$ cat src/ooo_pkg.sv
package ooo_pkg;

	// three-wide dispatch, completion and retirement.
	localparam int WAYS = 3;

	localparam int XLEN = 32;

	localparam int AREG_W = 5;

	// widest buffer index that a completion report can carry.
	localparam int ROB_IDX_MAX_W = 6;

	typedef enum logic [1:0] {
		INSN_ALU = 2'd0,
		INSN_BRANCH = 2'd1,
		INSN_NOP = 2'd2
	} insn_kind_e;

	typedef struct packed {
		logic valid;
		insn_kind_e kind;
		logic [AREG_W-1:0] dest_reg;
		logic [XLEN-1:0] pc;
	} dispatch_t;

	// one slot of the circular buffer.
	typedef struct packed {
		logic valid;
		insn_kind_e kind;
		logic [AREG_W-1:0] dest_reg;
		logic [XLEN-1:0] pc;
		logic completed;
		logic mispredict;
		logic [XLEN-1:0] result;
		logic [XLEN-1:0] target_pc;
	} rob_entry_t;

	// the buffer index is the low bits of rob_idx.
	typedef struct packed {
		logic valid;
		logic [ROB_IDX_MAX_W-1:0] rob_idx;
		logic mispredict;
		logic [XLEN-1:0] result;
		logic [XLEN-1:0] target_pc;
	} complete_t;

	typedef struct packed {
		logic valid;
		insn_kind_e kind;
		logic [AREG_W-1:0] dest_reg;
		logic [XLEN-1:0] pc;
		logic [XLEN-1:0] result;
	} retire_t;

endpackage

$ cat src/retire_stage.sv
`timescale 1ns/10ps

module retire_stage (
	input logic clock,
	input logic arst_n,
	input ooo_pkg::retire_t [ooo_pkg::WAYS-1:0] retire_cand,
	input logic [ooo_pkg::WAYS-1:0] cand_mispredict,
	input logic [ooo_pkg::WAYS-1:0][ooo_pkg::XLEN-1:0] cand_target_pc,
	output ooo_pkg::retire_t [ooo_pkg::WAYS-1:0] commit,
	output logic recover,
	output logic [ooo_pkg::XLEN-1:0] redirect_pc
);

	import ooo_pkg::*;

	logic flush_req;
	logic [XLEN-1:0] flush_pc;

	// walk the candidates oldest first and stop after a mispredicted branch.
	always_comb begin
		logic stop;
		stop = recover;
		flush_req = 1'b0;
		flush_pc = '0;
		commit = retire_cand;
		for (int i = WAYS - 1; i >= 0; i--) begin
			commit[i].valid = retire_cand[i].valid & ~stop;
			if (commit[i].valid && cand_mispredict[i] &&
					retire_cand[i].kind == INSN_BRANCH) begin
				flush_req = 1'b1;
				flush_pc = cand_target_pc[i];
				stop = 1'b1;
			end
		end
	end

	// the pulse lasts one cycle because commits are blocked while it is high.
	always_ff @(posedge clock or negedge arst_n) begin
		if (!arst_n) begin
			recover <= 1'b0;
		end else begin
			recover <= flush_req;
		end
	end

	always_ff @(posedge clock) begin
		if (flush_req) begin
			redirect_pc <= flush_pc;
		end
	end

endmodule

$ cat config.mk
export PLATFORM = sky130hd
export DESIGN_NAME = retire_stage
export DESIGN_NICKNAME = d
export VERILOG_FILES = /design/src/ooo_pkg.sv /design/src/retire_stage.sv
export SDC_FILE = /design/constraint.sdc
export NUM_CORES = 1
export LEC_CHECK = 0
export ABC_AREA = 1
export BUFFER_PORTS_ARGS = -buffer_cell sky130_fd_sc_hd__buf_2
export CAP_MARGIN = 25
export CORE_AREA = 2 2 218 220
export CTS_BUF_LIST = sky130_fd_sc_hd__clkbuf_4
export DETAILED_ROUTE_END_ITERATION = 10
export DIE_AREA = 0 0 220 222
export PLACE_DENSITY = 0.3
export SLEW_MARGIN = 20
export SYNTH_ARGS = -nofsm -noshare
export SYNTH_HDL_FRONTEND = slang
export SYNTH_SLANG_ARGS = --single-unit
$ cat constraint.sdc
create_clock -name clock -period 2.4 [get_ports clock]
set_input_delay 0.6 -clock clock [delete_from_list [all_inputs] [get_ports clock]]
set_output_delay 0.6 -clock clock [all_outputs]
set_load 0.02 [all_outputs]
==> flow_summary.yaml, run 1 <==
global_route:
  grt_pass1_vias: 2639
  antenna_found_initial: 1
  grt_overflow: 0
  grt_usage_pct: 9.86
  grt_max_degree: 63
  grt_pass1_wl_mm: 30.8
logic_synthesis:
  synth_seq_cells: 33
  ys.warnings.count: 0
  ys.flop_type: "edfxtp_1"
  syn_avg_cell_area_um2: 7.99
  netlist_instances: 448
  yosys.cell_count.top_type: "buf_4"
  synth_nets: 765
  synth-edff-count: 32
  seq_area_frac_synth_pct: 27.6
  synthDistinctLibCells: 21
  synth_top_area_cell: "buf_4"
  synth_area_leaders: "buf_4 46%, edfxtp_1 27%, nand2_1 10%"
  yosys-top-cells-count: "221 x buf_4, 98 x nand2_1, 32 x edfxtp_1, 32 x nand4_1, 17 x o21ai_1"
  netlist.area_leader.share_pct: 46.4
  async_flop_share_pct: 3.03
  syn_area_mm2: 0.00358
finish:
  drive_gt1_share_pct: 45.1
  multi_input_area_um2: 836
  nFillCells: 5463
  utilization_pct: 7.60
  seqCellArea_um2: 987
  layout.cells.non_filler: 989
  area_delta_synth_final_pct: -1.71
  final_cell_area_mm2: 0.00352
  nNetsFinal: 697
setup_path:
  critPathBufInv: 1
  path_cells: "nor2_4 > nand3_4 > nand2_2 > nor2_4 > and2_1 > buf_2"
  crit_family: "simple AND/OR/NAND/NOR gates"
  r2r_slack_ns: 0.46
  worstReg2RegStart: "recover"
  crit_path_frequent_cell: "nor2_4"
  cp_slowest_cell: "dfrtp_2"
  cp_max_fo: 4
  ff2ff_path_depth: 7
  slowest_delay_ns: 0.49
  reg2reg_to: "redirect_pc[11]"
  arrival_ns: 1.65
  worstPathRequired_ns: 1.80
  crit_path_end_kind: "output port"
  cp-start-kind: "flip-flop"
  crit_type: "flip-flop to output port"
timing:
  timing.fmax_mhz: 444
  hold_slack_ns: 0.484
  rsz0062_at_grt: "false"
  slew_viol_final: 0
  max-slew-margin-rel_pct: 56.1
  tns_ns: 0
  setup_viol: 0
  worst_slew_pin_slew_ns: 0.658
  hold_viol_final: 0
  fin_ws_ns: 0.149
  skew_ns: 0.0372
  finalCritPeriodShare_pct: 93.8
  min_period_ns: 2.25
clocking:
  cts_sinks: 33
  cts_buffers: 5
  htree_levels: 2
  cts_setup_buffers: 0
  clk_latency_ns: 0.40
  ctsRootBufferMaster: "clkbuf_4"
  clkSlewWorstSetupHoldPaths_ns: 0.15
  clockBufferDepth: 2
  cts_tree: "yes"
pwr:
  p_sw_share_pct: 34.0
  intPower_mw: 0.916
  vdd_drop_max_v: 0.000154
  seq_power_share_pct: 49.7
  leakage_nw: 1.53
  clockPowerShare_pct: 24.9
  p_total_mw: 1.39
  switching_power_mw: 0.473
  powerDensity_mw_per_mm2: 395
  combPwrFrac_pct: 25.4
floorplanning:
  start_util_pct: 7.74
  num_rows: 79
  die-area_mm2: 0.0488
  core_mm2: 0.0463
  fp.dieW_um: 220
  die_y_um: 222
  io_pins: 566
detailed_routing:
  wirelength_mm: 25.3
  first_iter_violations: 93
  avgRoutedWirePerCell_um: 25.6
  first_pass_iters: 4
  drc: 0
  ant_nets: 0
  vias_per_cell: 2.65
  vias: 2620
run:
  maxCapViolations: 0
hold_path:
  hold_path_class: "input pin to async pin"
place:
  place_congestion: 0.802
  placed_cell_area_mm2: 0.00345
  post-place-ws_ns: 0.186
  dp_hpwl_mm: 22.5
  dp.cells: 979
  io_buffers: 151
status:
  status: "finished, final reports clean"
[registers in the layout (all words and copies together) (netlist names)]
name,count
redirect_pc,32
recover,1
[cells in the final DEF (no fill, tap or decap)]
| cell | n |
|---|---|
| and2_1 | 1 |
| and3b_1 | 1 |
| buf_12 | 3 |
| buf_2 | 151 |
| buf_4 | 3 |
| clkbuf_4 | 5 |
| clkinv_1 | 2 |
| clkinv_2 | 1 |
| dfrtp_2 | 1 |
| diode_2 | 1 |
| dlygate4sd3_1 | 1 |
| edfxtp_1 | 32 |
| inv_1 | 8 |
| inv_2 | 1 |
| nand2_1 | 98 |
| nand2_2 | 1 |
| nand3_1 | 1 |
| nand3_2 | 1 |
| nand3_4 | 1 |
| nand4_1 | 32 |
| nand4_4 | 1 |
| nor2_1 | 1 |
| nor2_2 | 1 |
| nor2_4 | 2 |
| o21ai_0 | 15 |
| o21ai_1 | 17 |
[kinds of logic (layout without fill, tap and decap cells)]
family                 count (synthesis)  after routing  synth area share [%]
buffers and inverters                242            175                  49.2
AND/OR/NAND/NOR                      141            141                  18.7
flip-flops                            33             33                  27.6
AO/OA/AOI/OAI                         32             32                  4.48
other                                  0              1                     0
[worst reg2reg max path, cell delays in order (launching register included)]
cell	delay, ns
dfrtp_2	0.49
nor2_4	0.13
nand3_4	0.13
nand4_4	0.11
buf_12	0.25
nand3_1	0.13
nand3_2	0.12
buf_12	0.22
[metal layers]
layer / part of all wire, % / wire (um) / global-route usage (%) / vias to the layer above
met5: 0 / 0 / 0.101 / -
met4: 3.0 / 759 / 3.18 / 0
met3: 29 / 7300 / 12.8 / 55
met2: 46 / 11700 / 16.1 / 409
met1: 22 / 5550 / 6.30 / 1049
li1: - / - / - / 1107
[worst max-delay path by stage]
stage                           startpoint  cells past startpoint  slack (ns)             end
after floorplan           retire_cand[215]                      6        0.20  redirect_pc[0]
after global placement    retire_cand[213]                      9        0.22  redirect_pc[5]
after detailed placement  retire_cand[215]                      9        0.19  redirect_pc[5]
after CTS                          recover                      6        0.01      commit[71]
after global routing               recover                      6       0.008      commit[71]
final                              recover                      6        0.15      commit[71]
[area by class of cell]
cell class	count	area share [%]
Timing Repair Buffer	158	24.1
Sequential cell	33	28.1
Clock inverter	3	0.356
Tap cell	607	21.6
Antenna cell	1	0.0711
Clock buffer	5	1.07
Inverter	9	0.961
Multi-Input combinational cell	173	23.8
[power groups by stage]
stage	Sequential [mW]	Combinational, mW	Clock (mW)
3_5_place_dp	0.705	0.364	0
2_1_floorplan	0.753	0.624	0
6_report	0.690	0.352	0.346
3_3_place_gp	0.704	0.367	0
5_1_grt	0.695	0.389	0.407
4_1_cts	0.692	0.367	0.394
[what timing repair did]
item,in CTS,in global routing
endpoints found under the setup margin,1,1
gates resized for setup,1,0
hold buffers,1,0
hold endpoints to repair,1,0
pin swaps,0,1
Power figures use the tool's default switching activity.
==> run 2: changes to the inputs <==
--- a/config.mk
+++ b/config.mk
@@ -6,12 +6,12 @@
 export NUM_CORES = 1
 export LEC_CHECK = 0
 export ABC_AREA = 1
-export BUFFER_PORTS_ARGS = -buffer_cell sky130_fd_sc_hd__buf_2
 export CAP_MARGIN = 25
-export CORE_AREA = 2 2 218 220
+export CORE_AREA = 2 2 220 222
 export CTS_BUF_LIST = sky130_fd_sc_hd__clkbuf_4
 export DETAILED_ROUTE_END_ITERATION = 10
-export DIE_AREA = 0 0 220 222
+export DIE_AREA = 0 0 222 224
+export DONT_BUFFER_PORTS = 1
 export PLACE_DENSITY = 0.3
 export SLEW_MARGIN = 20
 export SYNTH_ARGS = -nofsm -noshare
==> constraint.sdc (replaced) <==
create_clock -name clock -period 2.5 [get_ports clock]
set_input_delay 0.625 -clock clock [delete_from_list [all_inputs] [get_ports clock]]
set_output_delay 0.625 -clock clock [all_outputs]
set_load 0.02 [all_outputs]
==> run 2 against run 1 <==
Effect of this change: die area grew 1.8%; wire length down 7.9%; combinational power is 59% lower; first-iteration DRC count grew 34%; core utilization fell by 1.7 points; design area fell by 20%; clock skew down 0.0027 ns; sequential share of layout area increased by 7.0 points; clock power rose by 28%; final cell count shrank 14%; global-route usage decreased by 0.90 points; hold slack got worse by 0.058 ns.
==> flow_summary.yaml, run 2 (synthesis results as in run 1) <==
detailed_routing:
  ant_nets: 0
  drc: 0
  avgRoutedWirePerCell_um: 27.4
  vias: 2104
  first_iter_violations: 125
  wirelength_mm: 23.3
  first_pass_iters: 4
  vias_per_cell: 2.48
clocking:
  ctsRootBufferMaster: "clkbuf_4"
  clockBufferDepth: 2
  cts_buffers: 5
  clkSlewWorstSetupHoldPaths_ns: 0.13
  cts_tree: "yes"
  cts_setup_buffers: 0
  clk_latency_ns: 0.39
  htree_levels: 2
  cts_sinks: 33
setup_path:
  r2r_slack_ns: 0.57
  worstPathRequired_ns: 1.88
  crit_type: "flip-flop to output port"
  crit_path_end_kind: "output port"
  cp-start-kind: "flip-flop"
  crit_start: "recover"
  worstReg2RegStart: "recover"
  cp_max_fo: 4
  arrival_ns: 1.75
pwr:
  vdd_drop_max_v: 0.000166
  intPower_mw: 0.914
  combPwrFrac_pct: 10.9
  seq_power_share_pct: 55.1
  clockPowerShare_pct: 33.9
  p_sw_share_pct: 30.1
  powerDensity_mw_per_mm2: 464
  switching_power_mw: 0.393
  leakage_nw: 0.987
floorplanning:
  die_y_um: 224
  start_util_pct: 7.56
  core_mm2: 0.0473
  die-area_mm2: 0.0497
  num_rows: 80
  io_pins: 566
  fp.dieW_um: 222
global_route:
  grt_pass1_vias: 2129
  grt_pass1_wl_mm: 28.1
  grt_max_degree: 57
  grt_usage_pct: 8.95
  grt_overflow: 0
  antenna_found_initial: 3
finish:
  utilization_pct: 5.95
  top_register: "redirect_pc"
  top_regs: "redirect_pc x32, recover x1"
  area_delta_synth_final_pct: -21.3
  largest_reg_flops: 32
  final_cell_mix: "98 x nand2_1, 32 x nand4_1, 32 x edfxtp_1, 17 x o21ai_1, 15 x o21ai_0"
  antenna_cells: 0
  final_common_cell: "nand2_1"
  nNetsFinal: 550
  drive_gt1_share_pct: 11.5
hold_path:
  hold_path_class: "input pin to async pin"
timing:
  min_period_ns: 2.37
  finalCritPeriodShare_pct: 94.9
  setup_viol: 0
  skew_ns: 0.0345
  rsz0062_at_grt: "false"
  slew_viol_final: 0
  timing.fmax_mhz: 422
  worst_slew_pin_slew_ns: 0.450
  tns_ns: 0
  hold_viol_final: 0
  max-slew-margin-rel_pct: 70.0
place:
  io_buffers: 0
  dp_hpwl_mm: 20.8
  place_congestion: 0.729
status:
  status: "finished, final reports clean"
run:
  maxCapViolations: 0
## run 2: cell count changes in the layout (fill, tap and decap cells not counted), sizes merged
cell and change:
diode -1, clkinv -2, clkbuf +1, bufinv +1
buf -147
## run 2: power by group through the flow
stage / Combinational (mW) / Clock, mW / Sequential [mW]
floorplan: 0.599 / 0 / 0.723
global placement: 0.148 / 0 / 0.735
detailed placement: 0.147 / 0 / 0.735
CTS: 0.149 / 0.499 / 0.722
global route: 0.163 / 0.511 / 0.724
finish: 0.143 / 0.443 / 0.720
## run 2: repair_timing
action	in CTS	in global routing
hold endpoints to repair	1	0
hold buffers	1	0
resized for setup	2	0
endpoints found under the setup margin	1	0
## run 2: worst max-delay path, stage by stage (launching register included)
cell	delay, ns
dfrtp_2	0.51
nor2_4	0.24
nand3_4	0.16
nand2_2	0.13
nor2_4	0.05
and2_2	0.26
## run 2: routing by layer
layer	vias up	global-route usage (%)	routed length [um]
met1	849	5.07	4600
met3	55	11.4	6310
met5	-	0	29
li1	808	-	-
met2	386	15.8	11800
met4	6	2.83	547
## run 2: final timing paths
| check | to | depth (start not counted) |
|---|---|---|
| setup / recovery | commit[71] | 5 |
| hold / removal | recover | 1 |
| setup reg to reg | redirect_pc[11] | 6 |
| hold reg to reg | recover | 4 |
| max in group asynchronous | recover | 1 |
| min in group clock | redirect_pc[25] | 2 |
## run 2: stage by stage
| step | power [mW] | hold slack (ns) | area, um^2 | instances | worst slack, ns |
|---|---|---|---|---|---|
| floorplan | 1.32 | 0.329 | 3580 | 448 | 0.278 |
| global route | 1.40 | 0.365 | 2820 | 849 | 0.00854 |
| CTS | 1.37 | 0.357 | 2820 | 849 | 0.0386 |
| detailed placement | 0.882 | 0.330 | 2730 | 840 | 0.334 |
| finish | 1.31 | 0.426 | 2820 | 849 | 0.128 |
| global placement | 0.883 | 0.330 | 2730 | 840 | 0.338 |
## run 2: cell type report
cell class	instances	area, um^2
Clock inverter	2	33.8
Fill cell	5606	44500
Sequential cell	33	987
Tap cell	615	769
Clock buffer	6	45.0
Inverter	9	33.8
Multi-Input combinational cell	173	837
Timing Repair Buffer	11	110
